--- config.mk ---
export PLATFORM = sky130hd
export DESIGN_NAME = uart_rx_top
export DESIGN_NICKNAME = d
export VERILOG_FILES = /design/src/hw/uart_pkg.sv /design/src/hw/uart_axil_regs.sv /design/src/hw/uart_baud_gen.sv /design/src/hw/uart_rx.sv /design/src/hw/uart_rx_fifo.sv /design/src/hw/uart_rx_top.sv
export SDC_FILE = /design/constraint.sdc
export NUM_CORES = 1
export LEC_CHECK = 0
export BUFFER_PORTS_ARGS = -buffer_cell sky130_fd_sc_hd__buf_2
export CAP_MARGIN = 25
export CORE_UTILIZATION = 50
export DETAILED_ROUTE_END_ITERATION = 6
export GPL_TIMING_DRIVEN = 0
export HOLD_SLACK_MARGIN = 0.1
export PLACE_DENSITY_LB_ADDON = 0.3
export SYNTH_ARGS = -nofsm -noshare
export SYNTH_HDL_FRONTEND = slang
export SYNTH_SLANG_ARGS = --single-unit
--- constraint.sdc ---
create_clock -name clk -period 4.99 [get_ports clk]
set_input_delay 0.2495 -clock clk [delete_from_list [all_inputs] [get_ports clk]]
set_output_delay 0.2495 -clock clk [all_outputs]
set_load 0.005 [all_outputs]
--- src/hw/uart_pkg.sv ---
`default_nettype none

package uart_pkg;

	// ======================================================================
	// fifo and sampler constants
	// ======================================================================
	localparam int FIFO_DEPTH = 16;            // receive fifo entries
	localparam int FIFO_CNT_W = 5;             // count must reach FIFO_DEPTH
	localparam logic [3:0] SAMPLE_TICK = 4'd7; // 16x tick at bit middle

	// register byte offsets
	localparam logic [3:0] ADDR_DATA   = 4'h0;
	localparam logic [3:0] ADDR_STATUS = 4'h4;
	localparam logic [3:0] ADDR_CTRL   = 4'h8;
	localparam logic [3:0] ADDR_BAUD   = 4'hC;

	localparam logic [1:0] RESP_OKAY   = 2'b00;
	localparam logic [1:0] RESP_SLVERR = 2'b10;

	// ======================================================================
	// structures
	// ======================================================================
	typedef struct packed {
		logic       brk;   // break seen
		logic       perr;  // parity error
		logic       ferr;  // framing error
		logic [7:0] data;  // zero above word length
	} rx_entry_t;

	typedef struct packed {
		logic [2:0] parity_ctrl; // 001 odd 011 even
		logic [1:0] word_len;    // bits minus 5
		logic       two_stop;
		logic       enable;
	} rx_cfg_t;

	// master to slave
	typedef struct packed {
		logic [3:0]  awaddr;
		logic        awvalid;
		logic [31:0] wdata;
		logic [3:0]  wstrb;
		logic        wvalid;
		logic        bready;
		logic [3:0]  araddr;
		logic        arvalid;
		logic        rready;
	} axil_req_t;

	// slave to master
	typedef struct packed {
		logic        awready;
		logic        wready;
		logic [1:0]  bresp;
		logic        bvalid;
		logic        arready;
		logic [31:0] rdata;
		logic [1:0]  rresp;
		logic        rvalid;
	} axil_rsp_t;

endpackage

`default_nettype wire

--- src/hw/uart_axil_regs.sv ---
`default_nettype none

module uart_axil_regs import uart_pkg::*; (
	input  logic                  clk,
	input  logic                  rst,
	input  axil_req_t             req,
	output axil_rsp_t             rsp,
	input  rx_entry_t             head,
	input  logic                  empty,
	input  logic                  full,
	input  logic [FIFO_CNT_W-1:0] count,
	input  logic                  overrun_evt,
	input  logic                  push,
	output rx_cfg_t               cfg,
	output logic [15:0]           divisor,
	output logic                  pop,
	output logic                  fifo_clr
);

	logic        aw_rdy;   // drives awready and wready
	logic        ar_rdy;
	logic        bvalid;
	logic [1:0]  bresp;
	logic        rvalid;
	logic [31:0] rdata;
	logic [1:0]  rresp;
	logic        w_fire;   // write accepted this cycle
	logic        r_fire;   // read accepted this cycle
	logic [31:0] rd_mux;
	logic        rd_err;
	logic        wr_err;
	logic        ovr;      // sticky overrun
	logic        gerr;     // sticky global error
	logic        head_new; // a new entry reached head last cycle

	// ======================================================================
	// handshakes
	// ======================================================================
	assign w_fire = aw_rdy & req.awvalid & req.wvalid;
	assign r_fire = ar_rdy & req.arvalid;

	always_ff @(posedge clk) begin
		if (rst) begin
			aw_rdy <= 1'b0;
			ar_rdy <= 1'b0;
			bvalid <= 1'b0;
			rvalid <= 1'b0;
		end else begin
			// one cycle ready pulse with no response pending
			aw_rdy <= ~aw_rdy & ~bvalid & req.awvalid & req.wvalid;
			ar_rdy <= ~ar_rdy & ~rvalid & req.arvalid;
			if (w_fire)
				bvalid <= 1'b1;
			else if (req.bready)
				bvalid <= 1'b0;
			if (r_fire)
				rvalid <= 1'b1;
			else if (req.rready)
				rvalid <= 1'b0;
		end
	end

	// response payload held until taken
	always_ff @(posedge clk) begin
		if (w_fire)
			bresp <= wr_err ? RESP_SLVERR : RESP_OKAY;
		if (r_fire) begin
			rdata <= rd_mux;
			rresp <= rd_err ? RESP_SLVERR : RESP_OKAY;
		end
	end

	assign rsp.awready = aw_rdy;
	assign rsp.wready  = aw_rdy;
	assign rsp.bresp   = bresp;
	assign rsp.bvalid  = bvalid;
	assign rsp.arready = ar_rdy;
	assign rsp.rdata   = rdata;
	assign rsp.rresp   = rresp;
	assign rsp.rvalid  = rvalid;

	// ======================================================================
	// decode
	// ======================================================================
	always_comb begin
		rd_err = 1'b0;
		case (req.araddr)
		ADDR_DATA:   rd_mux = empty ? 32'd0 : {1'b1, 20'd0, head};
		ADDR_STATUS: rd_mux = {23'd0, count, gerr, ovr, full, empty};
		ADDR_CTRL:   rd_mux = {25'd0, cfg}; // clear bit reads 0
		ADDR_BAUD:   rd_mux = {16'd0, divisor};
		default: begin
			rd_mux = 32'd0;
			rd_err = 1'b1;
		end
		endcase
	end

	assign wr_err = (req.awaddr != ADDR_DATA) && (req.awaddr != ADDR_STATUS) &&
		(req.awaddr != ADDR_CTRL) && (req.awaddr != ADDR_BAUD);

	assign pop      = r_fire & (req.araddr == ADDR_DATA) & ~empty;
	assign fifo_clr = w_fire & (req.awaddr == ADDR_CTRL) & req.wstrb[0] & req.wdata[7];

	// ======================================================================
	// registers
	// ======================================================================
	always_ff @(posedge clk) begin
		if (rst) begin
			cfg      <= '0;
			divisor  <= 16'd0;
			ovr      <= 1'b0;
			gerr     <= 1'b0;
			head_new <= 1'b0;
		end else begin
			// entry moves to head on push into empty or on pop with more behind
			head_new <= ~fifo_clr & ((push & empty) | (pop & ((count > 5'd1) | push)));
			if (w_fire) begin
				case (req.awaddr)
				ADDR_STATUS: begin
					ovr  <= 1'b0;
					gerr <= 1'b0;
				end
				ADDR_CTRL: if (req.wstrb[0]) cfg <= rx_cfg_t'(req.wdata[6:0]);
				ADDR_BAUD: begin
					if (req.wstrb[0])
						divisor[7:0] <= req.wdata[7:0];
					if (req.wstrb[1])
						divisor[15:8] <= req.wdata[15:8];
				end
				default: ; // data writes dropped
				endcase
			end
			// set wins over a same cycle clear
			if (overrun_evt)
				ovr <= 1'b1;
			if (head_new && !empty && (head.brk || head.perr || head.ferr))
				gerr <= 1'b1;
		end
	end

endmodule

`default_nettype wire

--- src/hw/uart_baud_gen.sv ---
`default_nettype none

// 16x sample enable, one clock wide every divisor+1 clocks
module uart_baud_gen (
	input  logic        clk,
	input  logic        rst,
	input  logic [15:0] divisor,
	output logic        tick
);

	logic [15:0] cnt;   // down counter
	logic [15:0] div_q; // last divisor seen

	always_ff @(posedge clk) begin
		if (rst) begin
			cnt   <= 16'd0;
			div_q <= 16'd0;
			tick  <= 1'b0;
		end else begin
			div_q <= divisor;
			if (divisor != div_q) begin
				// new rate starts from a full period
				cnt  <= divisor;
				tick <= 1'b0;
			end else if (cnt == 16'd0) begin
				cnt  <= divisor; // reload
				tick <= 1'b1;
			end else begin
				cnt  <= cnt - 16'd1;
				tick <= 1'b0;
			end
		end
	end

endmodule

`default_nettype wire

--- src/hw/uart_rx.sv ---
`default_nettype none

module uart_rx import uart_pkg::*; (
	input  logic      clk,
	input  logic      rst,
	input  logic      tick,
	input  logic      rxd,
	input  rx_cfg_t   cfg,
	input  logic      fifo_full,
	output logic      push,
	output rx_entry_t entry,
	output logic      overrun_evt
);

	logic [2:0]  sync;      // metastability chain
	logic [2:0]  smp;       // last three tick samples
	logic        vote;      // majority of smp
	logic        vote_q;    // vote one tick earlier
	logic        start_det; // voted line fell
	logic        busy;      // 0 idle  1 counting a frame
	logic [7:0]  cnt;       // tick count within frame
	logic [10:0] shreg;     // newest sample enters at bit 10

	logic [1:0]  stop_n;    // stop bits in frame
	logic        par_en;    // frame has a parity bit
	logic [3:0]  n_bits;    // start + data + parity + stop
	logic [7:0]  eof_cnt;   // half a bit before frame end
	logic [3:0]  lsb_idx;   // where data lsb sits in shreg
	logic [10:0] aligned;
	logic [7:0]  mask;
	logic [7:0]  data;
	logic        par_bit;
	logic        perr;
	logic        ferr;
	logic        eof_hit;

	// ======================================================================
	// input conditioning
	// ======================================================================
	always_ff @(posedge clk) begin
		if (rst)
			sync <= 3'b111; // idle line is high
		else
			sync <= {sync[1:0], rxd};
	end

	assign vote = (smp[0] & smp[1]) | (smp[0] & smp[2]) | (smp[1] & smp[2]);
	assign start_det = vote_q & ~vote;

	always_ff @(posedge clk) begin
		if (rst) begin
			smp    <= 3'b111;
			vote_q <= 1'b1;
		end else if (tick) begin
			smp    <= {smp[1:0], sync[2]};
			vote_q <= vote;
		end
	end

	// ======================================================================
	// frame timing
	// ======================================================================
	assign stop_n  = cfg.two_stop ? 2'd2 : 2'd1;
	assign par_en  = (cfg.parity_ctrl == 3'b001) || (cfg.parity_ctrl == 3'b011);
	assign n_bits  = 4'd6 + {2'd0, cfg.word_len} + {3'd0, par_en} + {2'd0, stop_n};
	assign eof_cnt = {n_bits, 4'd0} - 8'd8; // 16 ticks per bit
	assign eof_hit = tick & busy & (cnt == eof_cnt);

	always_ff @(posedge clk) begin
		if (rst) begin
			busy <= 1'b0;
			cnt  <= 8'd0;
		end else if (!cfg.enable) begin
			busy <= 1'b0; // receiver off
			cnt  <= 8'd0;
		end else if (tick) begin
			if (!busy) begin
				if (start_det) begin
					busy <= 1'b1;
					cnt  <= 8'd0;
				end
			end else begin
				cnt <= cnt + 8'd1;
				// start bit must still be low at its middle
				if (cnt == {4'd0, SAMPLE_TICK} && vote)
					busy <= 1'b0;
				if (cnt == eof_cnt)
					busy <= 1'b0; // back to idle in the stop bit
			end
		end
	end

	// sample at each bit middle
	always_ff @(posedge clk) begin
		if (tick && busy && cnt[3:0] == SAMPLE_TICK)
			shreg <= {vote, shreg[10:1]};
	end

	// ======================================================================
	// field extraction
	// ======================================================================
	// from the top down shreg holds stop bits, parity, data msb..lsb
	assign lsb_idx = 4'd6 - {2'd0, stop_n} - {3'd0, par_en} - {2'd0, cfg.word_len};
	assign aligned = shreg >> lsb_idx;
	assign mask    = 8'hff >> (2'd3 - cfg.word_len); // keep word_len+5 bits
	assign data    = aligned[7:0] & mask;
	assign par_bit = cfg.two_stop ? shreg[8] : shreg[9];

	always_comb begin
		case (cfg.parity_ctrl)
		3'b001:  perr = ~(^data ^ par_bit); // odd
		3'b011:  perr = ^data ^ par_bit;    // even
		default: perr = 1'b0;
		endcase
	end

	// every stop bit must be high
	assign ferr = ~shreg[10] | (cfg.two_stop & ~shreg[9]);

	assign entry.data = data;
	assign entry.perr = perr;
	assign entry.ferr = ferr;
	assign entry.brk  = (data == 8'd0) & ~shreg[10]; // line held low

	// end of frame goes to the fifo or counts as overrun
	assign push        = eof_hit & ~fifo_full;
	assign overrun_evt = eof_hit & fifo_full;

endmodule

`default_nettype wire

--- src/hw/uart_rx_fifo.sv ---
`default_nettype none

module uart_rx_fifo import uart_pkg::*; (
	input  logic                  clk,
	input  logic                  rst,
	input  logic                  clr,
	input  logic                  push,
	input  logic                  pop,
	input  rx_entry_t             din,
	output rx_entry_t             head,
	output logic                  empty,
	output logic                  full,
	output logic [FIFO_CNT_W-1:0] count
);

	rx_entry_t mem [FIFO_DEPTH];

	logic [FIFO_CNT_W-2:0] wr_ptr; // wraps at FIFO_DEPTH
	logic [FIFO_CNT_W-2:0] rd_ptr;
	logic                  do_push;
	logic                  do_pop;

	assign empty   = (count == '0);
	assign full    = (count == FIFO_CNT_W'(FIFO_DEPTH));
	assign do_push = push & ~full;  // drop on full
	assign do_pop  = pop & ~empty;  // nothing to pop
	assign head    = mem[rd_ptr];   // oldest entry, shows the cycle after its push

	// storage
	always_ff @(posedge clk) begin
		if (do_push)
			mem[wr_ptr] <= din;
	end

	// pointers and occupancy
	always_ff @(posedge clk) begin
		if (rst || clr) begin
			wr_ptr <= '0;
			rd_ptr <= '0;
			count  <= '0;
		end else begin
			if (do_push)
				wr_ptr <= wr_ptr + 1'b1;
			if (do_pop)
				rd_ptr <= rd_ptr + 1'b1;
			case ({do_push, do_pop})
			2'b10:   count <= count + 1'b1;
			2'b01:   count <= count - 1'b1;
			default: count <= count; // both or neither
			endcase
		end
	end

endmodule

`default_nettype wire

--- src/hw/uart_rx_top.sv ---
`default_nettype none

module uart_rx_top import uart_pkg::*; (
	input  logic      clk,
	input  logic      rst,
	input  logic      rxd,
	input  axil_req_t req,
	output axil_rsp_t rsp
);

	rx_cfg_t               cfg;
	logic [15:0]           divisor;
	logic                  tick;        // 16x enable
	logic                  push;
	rx_entry_t             entry;
	logic                  overrun_evt;
	logic                  pop;
	logic                  fifo_clr;
	rx_entry_t             head;
	logic                  empty;
	logic                  full;
	logic [FIFO_CNT_W-1:0] count;

	uart_axil_regs u_regs (
		.clk(clk), .rst(rst), .req(req), .rsp(rsp),
		.head(head), .empty(empty), .full(full), .count(count),
		.overrun_evt(overrun_evt), .push(push),
		.cfg(cfg), .divisor(divisor), .pop(pop), .fifo_clr(fifo_clr)
	);

	uart_baud_gen u_baud (
		.clk(clk), .rst(rst), .divisor(divisor), .tick(tick)
	);

	uart_rx u_rx (
		.clk(clk), .rst(rst), .tick(tick), .rxd(rxd), .cfg(cfg),
		.fifo_full(full), .push(push), .entry(entry), .overrun_evt(overrun_evt)
	);

	uart_rx_fifo u_fifo (
		.clk(clk), .rst(rst), .clr(fifo_clr), .push(push), .pop(pop),
		.din(entry), .head(head), .empty(empty), .full(full), .count(count)
	);

endmodule

`default_nettype wire

## Yosys cells after proc, flatten, opt, wreduce, memory -nomap -nowiden

Memories as Yosys holds them, arrays and structs flattened. A register that Yosys moved wholly into a read port is not among the register bits.
Index checks and enable logic that the tools add are counted.

- Add/sub/neg operators: 14
- Multipliers: 0
- Div/mod/pow operators: 0
- $lt $le $gt $ge: 1
- Equality and inequality tests: 18
- Shift-type cells: 2
- Muxes and demuxes: 29
- Bitwise operators: 47
- Reduce and logical (&&, ||, !) cells: 36

Operators with widths:

| kind | number |
|---|---|
| $pmux 32 s4 | 1 |
| $mux 16 | 2 |
| $mux 32 | 1 |
| $and 1x1->1 | 28 |
| $eq 4x4->1 const B | 4 |
| $logic_not 16->1 | 1 |
| $mux 1 | 16 |
| $mux 8 | 2 |
| $ne 16x16->1 | 1 |
| $reduce_bool 2->1 | 8 |
| $sub 16x1->16 const B | 1 |
| $eq 4x3->1 const B | 3 |
| $not 1->1 | 12 |
| $shr 11x4->8 | 1 |
| $pmux 5 s2 | 1 |
| $reduce_and 3->1 | 3 |
| $add 4x1->4 const B | 2 |
| $add 8x1->8 const B | 1 |
| $and 8x8->8 | 1 |
| $eq 8x3->1 const B | 1 |
| $eq 8x8->1 | 1 |
| $logic_and 1x1->1 | 8 |
| $logic_not 8->1 | 1 |
| $mux 4 | 2 |
| 32 further kinds | 45 |

- Flip-flop bits (word level): 139
- Latch bits: 0
- Bits in writable memories: 176
- ROM bits: 0
- Word-level logic and storage cells: 176
- Memories: 1

Memories:

| name | depth | width | read ports | clocked after Yosys merged registers in | wr ports | RTL line | RTL |
|---|---|---|---|---|---|---|---|
| u_fifo.mem | 16 | 11 | 1 | 1 | 1 | uart_rx_fifo.sv:16 | `rx_entry_t mem [FIFO_DEPTH];` |

## Longest topological paths before layout

Gate-level depths: netlist of the first run.

- Depth after elaboration: 12
- Mapped depth: 17
- Depth with buffers taken out: 17

## Modules after synthesis

Synthesis of the first run repeated with hierarchy kept, for this count alone.

- Cell total of the unflattened synthesis: 973
- Area, all modules: 13680.6 um^2

Modules (own cells, without submodules):

| module | times used | cells an instance | area each (um^2) | seq. area each (um^2) |
|---|---|---|---|---|
| uart_rx_fifo | 1 | 375 | 7796.2 | 5625.4 |
| uart_axil_regs | 1 | 233 | 2327.2 | 1171.1 |
| uart_rx | 1 | 206 | 1965.6 | 650.6 |
| uart_baud_gen | 1 | 159 | 1591.5 | 660.6 |

## Worst setup path after synthesis of the first run

No wires, ideal clock.

- Kind: register -> register
- From: register, netlist name u_regs.cfg[1]
- To: memory u_fifo.mem[0][9] (netlist name) (data pin)
- Arrival: 4092 ps
- Required time: 4713 ps
- Slack: 621 ps
- Stages on the path, launching flop included: 17
- Path buffers: 1
- Period minus slack after synthesis: 4369 ps
- Cells stage by stage: dfxtp_1 -> inv_1 -> ha_1 -> inv_1 -> ha_1 -> ha_1 -> xor2_1 -> xnor2_1 -> clkbuf_1 -> nand2_1 -> o22ai_1 -> inv_1 -> ha_1 -> xor2_1 -> xnor2_1 -> xnor2_1 -> nor2_1

RTL lines:

| what | RTL line |
|---|---|
| end, declared | uart_rx_fifo.sv:16 |

==> flow_metrics.env, run 1 <==
export IMPL_period_share=0.9106
export IMPL_synth_seq_area_share=0.6191
export IMPL_tightest_slew_ns=0.9697
export IMPL_clkPwrFrac=0.385
export IMPL_synthDistinctLibCells=61
export IMPL_slew_viol_final=0
export IMPL_syn_area_sq_um=13100
export IMPL_multi_input_area_sq_um=4641
export IMPL_dpl_cell_area_sq_um=14060
export IMPL_netlist_instances=920
export IMPL_dr_pass1_iters=7
export IMPL_drive_gt1_frac=0.2198
export IMPL_clk_path_buf_depth=3
export IMPL_yosysWarnings=0
export IMPL_synth_top_area_share=0.4723
export IMPL_die_x_microns=163.8
export IMPL_postLayoutSetupSlackWorst_ns=0.4460
export IMPL_fin_hold_ws_ns=0.1408
export IMPL_pwr_share_comb=0.095
export IMPL_holdCritPathClass="in -> reg"
export IMPL_place_ws_ns=-0.2095
export IMPL_place_inst=1342
export IMPL_p_per_area_nw_per_um2=349.9
export IMPL_crit_start="u_regs.cfg[1]"
export IMPL_drv_cap=0
export IMPL_crit_path_end_kind="flip-flop"
export IMPL_synthToLayoutAreaGrowth_pct=16.34
export IMPL_ys_top_cells_by_count="edfxtp_1, dfxtp_1, nor2_1, mux4_2, nand2_1"
export IMPL_rsz0062_at_grt="no"
export IMPL_power_share_switching=0.2290
export IMPL_htreeDepth=1
export IMPL_clock_skew_ns=0.03502
export IMPL_final_cells=1422
export IMPL_syn_avg_cell_area_sq_um=14.24
export IMPL_relSlewSlack=0.3511
export IMPL_switchingPower_mw=1.221
export IMPL_grt_pass1_wl_microns=44670
export IMPL_p_leak_nw=5.419
export IMPL_cts_sinks=302
export IMPL_io_buffers=55
export IMPL_cts_buffers=30
export IMPL_coreArea_sq_um=25470
export IMPL_total_power_mw=5.331
export IMPL_intPower_mw=4.110
export IMPL_cp_slowest_cell="o22ai_1"
export IMPL_drtAntennaViolNets=0
export IMPL_antennaDiodeCount=0
export IMPL_clk_latency_ns=0.58
export IMPL_vias=8065
export IMPL_yosysTopAreaCell="edfxtp_1"
export IMPL_r2r_start="u_regs.cfg[1]"
export IMPL_finalWeightedCongestion=0.8142
export IMPL_grt_usage=0.2235
export IMPL_period_needed_ns=4.544
export IMPL_root_buffer="clkbuf_16"
export IMPL_finish_utilization=0.5981
export IMPL_dp_hpwl_microns=20270
export IMPL_cts_tree="done"
export IMPL_ys_ff_latch=302
export IMPL_detail_route_wl_per_cell_microns=20.57
export IMPL_crit_type="reg -> reg"
export IMPL_hold_violations=0
export IMPL_clkSlewWorstSetupHoldPaths_ns=0.06
export IMPL_die_area_sq_um=26840
export IMPL_fin_tns_setup_ns=0
export IMPL_drc=0
export IMPL_synth_most_common_cell="edfxtp_1"
export IMPL_grt_ovfl_total=0
export IMPL_antenna_found_initial=0
export IMPL_wl_microns=29250
export IMPL_status="completed"
export IMPL_drtIter0Drc=649
export IMPL_grt_pass1_vias=7771
export IMPL_slowest_delay_ns=0.57
export IMPL_final_nets=1150
export IMPL_fmax_mhz=220.1
export IMPL_hold_depth=4
export IMPL_fillers=1927
export IMPL_worst_ep_arrival_time_ns=4.86
export IMPL_post_cts_setup_buffers=0
export IMPL_grt_start_max_net_pins=19
export IMPL_seq_power_share=0.520
export IMPL_synth_async_sr_flop_share=0
export IMPL_ys_top_cells_by_area="edfxtp_1, dfxtp_1, mux4_2"
export IMPL_start_util=0.5141
export IMPL_seq_area_sq_um=8108
export IMPL_synth_edf_count=206
export IMPL_reg2regPathDepth=15
export IMPL_worstPathMaxFanout=16
export IMPL_rows=58
export IMPL_design_area_sq_um=15240
export IMPL_ios=93
export IMPL_path_cells="inv_1 -> ha_1 -> inv_1 -> ha_1 -> ha_1 -> clkbuf_1 -> clkbuf_1 -> mux4_2 -> mux2i_1 -> o22ai_1 -> inv_1 -> ha_1 -> xnor2_1 -> xnor2_1 -> nor2_4"
export IMPL_peakVddDrop_uv=307.2
export IMPL_die_y_microns=163.8
export IMPL_critPathRequiredTime_ns=5.31
export IMPL_ys_flop_type="edfxtp_1"
export IMPL_worstSetupStartpointType="flip-flop"
export IMPL_via_per_inst=5.672
export IMPL_holdCritStartpoint="req[47]"
export IMPL_crit_top_cell="ha_1"
export IMPL_setup_viol=0
## power groups by stage
stage                     logic (mW)  clock network, mW  registers (mW)
after CTS                      0.506               2.09            2.77
after global placement         0.482                  0            2.82
after detailed placement       0.486                  0            2.82
after floorplan                0.401                  0            2.81
final                          0.506               2.05            2.77
after global routing           0.565               2.18            2.78
## critical path: cells and delay by family, from the launching register on
kind | cells | cell delay [ns]
adders and majority gates | 4 | 1.20
buffers and inverters | 5 | 1.04
AOI/OAI and AO/OA | 1 | 0.57
DFF | 1 | 0.48
muxes | 2 | 0.34
xor gates and xnor gates | 2 | 0.34
and+or+nand+nor | 1 | 0.33
## layout by cell type (no fill, tap or decap), types with 17 or more instances in the layout
| master | instances |
|---|---|
| dlygate4sd3_1 | 26 |
| buf_4 | 32 |
| xor2_1 | 30 |
| dfxtp_1 | 96 |
| ha_1 | 27 |
| clkbuf_1 | 42 |
| edfxtp_1 | 206 |
| a21oi_1 | 34 |
| nand2_1 | 44 |
| mux4_2 | 59 |
| nor2_1 | 66 |
| o21ai_0 | 24 |
| clkbuf_16 | 30 |
| mux2i_1 | 33 |
| buf_2 | 62 |
| nor2b_1 | 27 |
| conb_1 | 17 |
| inv_1 | 25 |
| xnor2_1 | 21 |
## final cells by class
| class | count | share of cell area |
|---|---|---|
| flip-flops and latches | 302 | 0.5321 |
| clock buffers | 45 | 0.05428 |
| plain buffers | 65 | 0.02340 |
| well taps | 330 | 0.02710 |
| inverters | 26 | 0.006406 |
| repair buffers | 102 | 0.04779 |
| clock inverters | 9 | 0.004270 |
| multi-input cells | 543 | 0.3046 |
## repair_timing
| item | in CTS | in global routing |
|---|---|---|
| pin swaps | 0 | 0 |
| endpoints found under the hold margin | 31 | 0 |
| hold buffers | 26 | 0 |
| endpoints found under the setup margin | 16 | 16 |
| resized for setup | 1 | 3 |
## metal layers
metal / GRT usage / part of all wire / wire length (microns) / up-vias
met5: 0 / 0 / 0 / -
met4: 0.05934 / 0.018 / 535 / 0
met3: 0.04318 / 0.074 / 2161 / 43
met2: 0.3586 / 0.47 / 13640 / 302
met1: 0.3123 / 0.44 / 12920 / 4005
li1: - / - / - / 3715
## sequential cells by signal (all words and copies together), names as in the netlist, 3 cells and up, named ones only
register	flops
u_baud.cnt	16
u_regs.rdata	17
u_fifo.mem	176
u_baud.div_q	16
u_rx.shreg	11
u_fifo.count	5
u_rx.smp	3
u_rx.cnt	8
u_fifo.rd_ptr	4
u_regs.cfg	7
u_rx.sync	3
u_fifo.wr_ptr	4
u_regs.divisor	16
## logic make-up (layout without fill, tap and decap cells)
family                     after synthesis  in the layout  share of synthesized area
xor gates and xnor gates                52             52                    0.03478
buffers and inverters                   91            247                    0.03468
adders and majority gates               29             29                    0.02809
and+or+nand+nor                        235            235                    0.09420
AOI/OAI and AO/OA                      113            113                    0.05790
other                                    1             17                  0.0002863
muxes                                   97             97                     0.1310
DFF                                    302            302                     0.6191
## path summary, 6_finish.rpt
kind,endpoint,slack (ns)
hold / removal,u_regs.gerr,0.14
hold reg to reg,u_rx.sync[2],0.42
setup / recovery,u_fifo.mem[0][9],0.45
setup reg to reg,u_fifo.mem[0][9],0.45
Power figures use the tool's default switching activity.
==> run 2: changes to the inputs <==
--- a/config.mk
+++ b/config.mk
@@ -9,9 +9,9 @@
 export CAP_MARGIN = 25
 export CORE_UTILIZATION = 50
 export DETAILED_ROUTE_END_ITERATION = 6
-export GPL_TIMING_DRIVEN = 0
 export HOLD_SLACK_MARGIN = 0.1
 export PLACE_DENSITY_LB_ADDON = 0.3
+export SKIP_CTS_REPAIR_TIMING = 1
 export SYNTH_ARGS = -nofsm -noshare
 export SYNTH_HDL_FRONTEND = slang
 export SYNTH_SLANG_ARGS = --single-unit
==> flow_metrics.env, run 2 (synthesis results as in run 1) <==
export IMPL_status="completed"
export IMPL_root_buffer="clkbuf_16"
export IMPL_seq_area_sq_um=8109
export IMPL_postLayoutSetupSlackWorst_ns=0.7017
export IMPL_grt_usage=0.1973
export IMPL_fmax_mhz=233.2
export IMPL_drive_gt1_frac=0.2151
export IMPL_crit_type="reg -> reg"
export IMPL_multi_input_area_sq_um=4614
export IMPL_clock_skew_ns=0.02471
export IMPL_peakVddDrop_uv=304.6
export IMPL_p_per_area_nw_per_um2=351.3
export IMPL_io_buffers=57
export IMPL_worstSetupStartpointType="flip-flop"
export IMPL_drtIter0Drc=602
export IMPL_holdCritPathClass="in -> reg"
export IMPL_hold_violations=0
export IMPL_cts_buffers=30
export IMPL_top_register="u_fifo.mem"
export IMPL_crit_path_end_kind="flip-flop"
export IMPL_clk_latency_ns=0.56
export IMPL_period_needed_ns=4.288
export IMPL_final_cell_mix="edfxtp_1, dfxtp_1, nor2_1"
export IMPL_antenna_found_initial=0
export IMPL_ios=93
export IMPL_grt_pass1_vias=7148
export IMPL_wl_microns=26540
export IMPL_fillers=1980
export IMPL_cts_tree="done"
export IMPL_clkSlewWorstSetupHoldPaths_ns=0.06
export IMPL_htreeDepth=1
export IMPL_fin_tns_setup_ns=0
export IMPL_die_y_microns=163.8
export IMPL_period_share=0.8594
export IMPL_grt_ovfl_total=0
export IMPL_final_common_cell="edfxtp_1"
export IMPL_p_leak_nw=5.306
export IMPL_worstPathMaxFanout=16
export IMPL_tightest_slew_ns=0.9930
export IMPL_place_ws_ns=0.6814
export IMPL_synthToLayoutAreaGrowth_pct=14.29
export IMPL_worst_ep_arrival_time_ns=4.51
export IMPL_rows=58
export IMPL_die_x_microns=163.8
export IMPL_final_nets=1107
export IMPL_antennaDiodeCount=0
export IMPL_cts_sinks=302
export IMPL_detail_route_wl_per_cell_microns=19.29
export IMPL_slew_viol_final=0
export IMPL_coreArea_sq_um=25470
export IMPL_grt_start_max_net_pins=56
export IMPL_grt_pass1_wl_microns=40350
export IMPL_drv_cap=0
export IMPL_dp_hpwl_microns=17760
export IMPL_setup_viol=0
export IMPL_clk_path_buf_depth=3
export IMPL_vias=7758
export IMPL_drtAntennaViolNets=0
export IMPL_top_regs="u_fifo.mem x176, u_regs.rdata x17"
export IMPL_finalWeightedCongestion=0.8425
export IMPL_via_per_inst=5.638
export IMPL_largest_register_ffs=176
export IMPL_critPathRequiredTime_ns=5.21
export IMPL_drc=0
export IMPL_die_area_sq_um=26840
export IMPL_rsz0062_at_grt="no"
export IMPL_total_power_mw=5.258
export IMPL_start_util=0.5141
export IMPL_dr_pass1_iters=5
export IMPL_relSlewSlack=0.3355
[run 2: changes by cell type in the layout (fill, tap and decap cells not counted), moves of 2 or more]
cell,previous run,this run
dlygate4sd3_1,26,28
clkbuf_1,42,12
buf_2,62,58
buf_1,5,0
buf_4,32,38
buf_6,13,0
[run 2: metrics by stage]
stage / utilization / hold WS, ns / cells / cell area, sq um
floorplan: - / 0.3533 / 936 / 13160
global placement: 0.5417 / 0.4001 / 1295 / 13800
detailed placement: 0.5419 / 0.3959 / 1296 / 13800
CTS: 0.5764 / -0.1290 / 1347 / 14680
global route: 0.5876 / 0.1463 / 1376 / 14970
finish: 0.5876 / 0.1306 / 1376 / 14970
[run 2: routing by layer]
layer | global-route usage | vias to the layer above | wire length, microns
met1 | 0.2795 | 3852 | 11850
met2 | 0.3224 | 245 | 12750
met4 | 0.04714 | 0 | 422
li1 | - | 3629 | -
met3 | 0.02803 | 32 | 1518
met5 | 0 | - | 0
[run 2: critical path, stage by stage (launching register included)]
cell and delay [ns]:
dfxtp_1 0.35, nor2b_1 0.19, ha_1 0.17, inv_1 0.04
ha_1 0.26, ha_1 0.60, mux4_2 0.59, nand2_1 0.09
o31ai_1 0.08, o211ai_1 0.11, ha_1 0.27, xor2_1 0.17
xnor2_1 0.20, xnor2_1 0.08, nor2_1 0.75
[run 2: power by group]
| part | switching, mW | internal [mW] |
|---|---|---|
| registers | 0.0591 | 2.71 |
| clock network | 0.889 | 1.13 |
| logic | 0.239 | 0.223 |
| total | 1.19 | 4.07 |
[run 2: worst paths after layout]
| kind | from | endpoint | slack [ns] | cells after the start |
|---|---|---|---|---|
| worst max-delay path | u_regs.cfg[4] | u_fifo.mem[9][9] | 0.70 | 14 |
| worst max register to register | u_regs.cfg[4] | u_fifo.mem[9][9] | 0.70 | 14 |
| worst min register to register | u_rx.sync[0] | u_rx.sync[1] | 0.41 | 1 |
| worst min-delay path | req[47] | u_regs.gerr | 0.13 | 4 |
[run 2: layout make-up]
class,count,share of cell area
flip-flops and latches,302,0.5418
multi-input cells,543,0.3083
well taps,330,0.02759
repair buffers,124,0.05718
clock buffers,44,0.05500
clock inverters,7,0.003678
inverters,26,0.006520
==> run 3: changes to the inputs <==
--- a/config.mk
+++ b/config.mk
@@ -5,6 +5,7 @@
 export SDC_FILE = /design/constraint.sdc
 export NUM_CORES = 1
 export LEC_CHECK = 0
+export ABC_AREA = 1
 export BUFFER_PORTS_ARGS = -buffer_cell sky130_fd_sc_hd__buf_2
 export CAP_MARGIN = 25
 export CORE_UTILIZATION = 50
==> flow_metrics.env, run 3 <==
export IMPL_coreArea_sq_um=26210
export IMPL_syn_avg_cell_area_sq_um=9.740
export IMPL_grt_pass1_wl_microns=48240
export IMPL_place_ws_ns=0.8862
export IMPL_dr_pass1_iters=7
export IMPL_synth_simple_area_share=0.1584
export IMPL_die_area_sq_um=27540
export IMPL_postLayoutSetupSlackWorst_ns=0.8436
export IMPL_die_y_microns=166.0
export IMPL_grt_pass1_vias=9340
export IMPL_antenna_found_initial=0
export IMPL_start_util=0.5129
export IMPL_detail_route_wl_per_cell_microns=16.72
export IMPL_regToRegSetupSlack_ns=0.84
export IMPL_worst_ep_arrival_time_ns=4.52
export IMPL_htreeDepth=1
export IMPL_rows=59
export IMPL_vias=9684
export IMPL_period_share=0.8309
export IMPL_period_needed_ns=4.146
export IMPL_root_buffer="clkbuf_16"
export IMPL_drc=9
export IMPL_drive_gt1_frac=0.1036
export IMPL_dpl_cell_area_sq_um=14020
export IMPL_r2r_start="u_regs.cfg[1]"
export IMPL_final_common_cell="nand2_1"
export IMPL_top_usage_layer="met2"
export IMPL_path_cells="inv_1 -> ha_1 -> inv_1 -> ha_1 -> ha_1 -> inv_1 -> o211ai_1 -> o211ai_1 -> o211ai_1 -> o21ai_0 -> buf_4 -> inv_1 -> ha_1 -> xnor2_1 -> xor2_1 -> o21ai_0 -> a21oi_1 -> buf_4"
export IMPL_cts_sinks=302
export IMPL_grt_start_max_net_pins=73
export IMPL_drtAntennaViolNets=0
export IMPL_synth_seq_area_share=0.6032
export IMPL_yosysWarnings=0
export IMPL_grt_usage=0.2203
export IMPL_wl_microns=30440
export IMPL_fillers=2150
export IMPL_fin_tns_setup_ns=0
export IMPL_yosysTopAreaCell="edfxtp_1"
export IMPL_final_nets=1543
export IMPL_fmax_mhz=241.2
export IMPL_synth_xor_area_frac=0.02476
export IMPL_critPathRequiredTime_ns=5.37
export IMPL_synthToLayoutAreaGrowth_pct=13.71
export IMPL_r2r_end="u_fifo.mem[5][9]"
export IMPL_io_buffers=57
export IMPL_largest_register_ffs=176
export IMPL_cts_buffers=30
export IMPL_dp_hpwl_microns=19090
export IMPL_netlist_instances=1380
export IMPL_clkSlewWorstSetupHoldPaths_ns=0.06
export IMPL_setup_viol=0
export IMPL_fin_hold_ws_ns=0.1773
export IMPL_met2_usage=0.3651
export IMPL_synthAdderAreaFrac=0.02662
export IMPL_clock_skew_ns=0.009691
export IMPL_p_per_area_nw_per_um2=363.0
export IMPL_synth_top_area_share=0.4602
export IMPL_synth_mux_area_frac=0.0007447
export IMPL_ys_top_cells_by_area="edfxtp_1, dfxtp_1, nand2_1"
export IMPL_hold_violations=0
export IMPL_finalWeightedCongestion=0.8603
export IMPL_status="complete, but fails checks"
export IMPL_ys_ff_latch=302
export IMPL_via_per_inst=5.318
export IMPL_ios=93
export IMPL_cts_tree="done"
export IMPL_worstPathMaxFanout=17
export IMPL_synthDistinctLibCells=42
export IMPL_antennaDiodeCount=0
export IMPL_relSlewSlack=0.3402
export IMPL_grtUsageMet1=0.2977
export IMPL_tightest_slew_ns=0.9822
export IMPL_synth_top_family_by_area="simple AND/OR/NAND/NOR gates"
export IMPL_drv_cap=0
export IMPL_slew_viol_final=0
export IMPL_synth_most_common_cell="nand2_1"
export IMPL_hold_depth=2
export IMPL_met3_usage=0.03194
export IMPL_top_regs="u_fifo.mem x176, u_regs.rdata x17"
export IMPL_holdCritStartpoint="req[3]"
export IMPL_finish_utilization=0.5832
export IMPL_p_leak_nw=5.947
export IMPL_ys_top_cells_by_count="nand2_1, edfxtp_1, inv_1, nor2_1, o21ai_0"
export IMPL_synth_async_sr_flop_share=0
export IMPL_synth_edf_count=206
export IMPL_drtIter0Drc=756
export IMPL_violations="DRC"
export IMPL_synth_compound_area_share=0.1081
export IMPL_holdPathEnd="u_regs.rresp[1]"
export IMPL_rsz0062_at_grt="no"
export IMPL_clk_path_buf_depth=3
export IMPL_reg2regPathDepth=18
export IMPL_grt_ovfl_total=0
export IMPL_crit_path_end_kind="flip-flop"
export IMPL_worstSetupStartpointType="flip-flop"
export IMPL_ys_flop_type="edfxtp_1"
export IMPL_crit_type="reg -> reg"
export IMPL_holdCritPathClass="in -> reg"
export IMPL_die_x_microns=166.0
export IMPL_slowest_delay_ns=0.45
export IMPL_cp_slowest_cell="dfxtp_1"
export IMPL_top_register="u_fifo.mem"
export IMPL_syn_area_sq_um=13440
export IMPL_design_area_sq_um=15280
export IMPL_final_cell_mix="nand2_1, edfxtp_1, inv_1"
export IMPL_clk_latency_ns=0.55
export IMPL_peakVddDrop_uv=282.7
run 3: cell types whose count changed in the layout (fill, tap and decap cells not counted), moves of 27 or more:
cell / previous run / this run
a21oi_1: 34 / 70
inv_1: 25 / 165
mux2i_1: 33 / 1
mux4_2: 59 / 0
nand2_1: 44 / 241
nand3_1: 15 / 68
nor2_1: 67 / 149
nor2b_1: 27 / 0
o211ai_1: 4 / 48
o21ai_0: 25 / 119
run 3: through the flow:
stage	instances	power [mW]
2_1_floorplan	1396	3.188
3_5_place_dp	1741	3.278
5_1_grt	1821	5.743
4_1_cts	1796	5.559
6_report	1821	5.548
3_3_place_gp	1741	3.265
run 3: how the worst max path moves through the flow:
stage                     depth (start not counted)  slack [ns]     startpoint               end
final                                            18        0.84  u_regs.cfg[1]  u_fifo.mem[5][9]
after global routing                             17        0.46  u_regs.cfg[1]  u_fifo.mem[5][9]
after CTS                                        18        0.83  u_regs.cfg[1]  u_fifo.mem[5][9]
after detailed placement                         18        0.89  u_regs.cfg[1]  u_fifo.mem[5][9]
after global placement                           19        0.93  u_regs.cfg[4]  u_fifo.mem[5][9]
after floorplan                                  17        0.61  u_regs.cfg[1]  u_fifo.mem[0][9]
run 3: area by class of cell:
cell class,instances,area (sq um),share of cell area
inverters,168,630.6,0.04126
clock buffers,36,815.8,0.05337
multi-input cells,849,4347,0.2844
clock inverters,19,200.2,0.01310
repair buffers,112,760.7,0.04977
flip-flops and latches,302,8112,0.5307
well taps,335,419.2,0.02742
run 3: cell families after synthesis:
| logic type | count (synthesis) |
|---|---|
| buffers and inverters | 245 |
| XOR/XNOR | 38 |
| AO/OA/AOI/OAI | 256 |
| flip-flops | 302 |
| AND/OR/NAND/NOR | 509 |
| other | 1 |
| adder cells (fa/ha/maj) | 28 |
| multiplexers | 1 |
run 3: report_power, final:
| part | switching [mW] | internal, mW |
|---|---|---|
| Clock | 0.934 | 1.37 |
| Combinational | 0.294 | 0.189 |
| Sequential | 0.0454 | 2.72 |
| Total | 1.27 | 4.28 |
run 3: critical path: cells and delay by family, from the launching register on:
family / cells / cell delay (ns)
AO/OA/AOI/OAI: 6 / 0.68
XOR/XNOR: 2 / 0.44
flip-flops: 1 / 0.45
buffers and inverters: 6 / 1.07
adder cells (fa/ha/maj): 4 / 1.29
run 3: layer usage:
| metal | share of wire | wire length (microns) |
|---|---|---|
| met1 | 0.44 | 13480 |
| met2 | 0.47 | 14170 |
| met3 | 0.062 | 1877 |
| met4 | 0.030 | 914 |
| met5 | 0 | 0 |
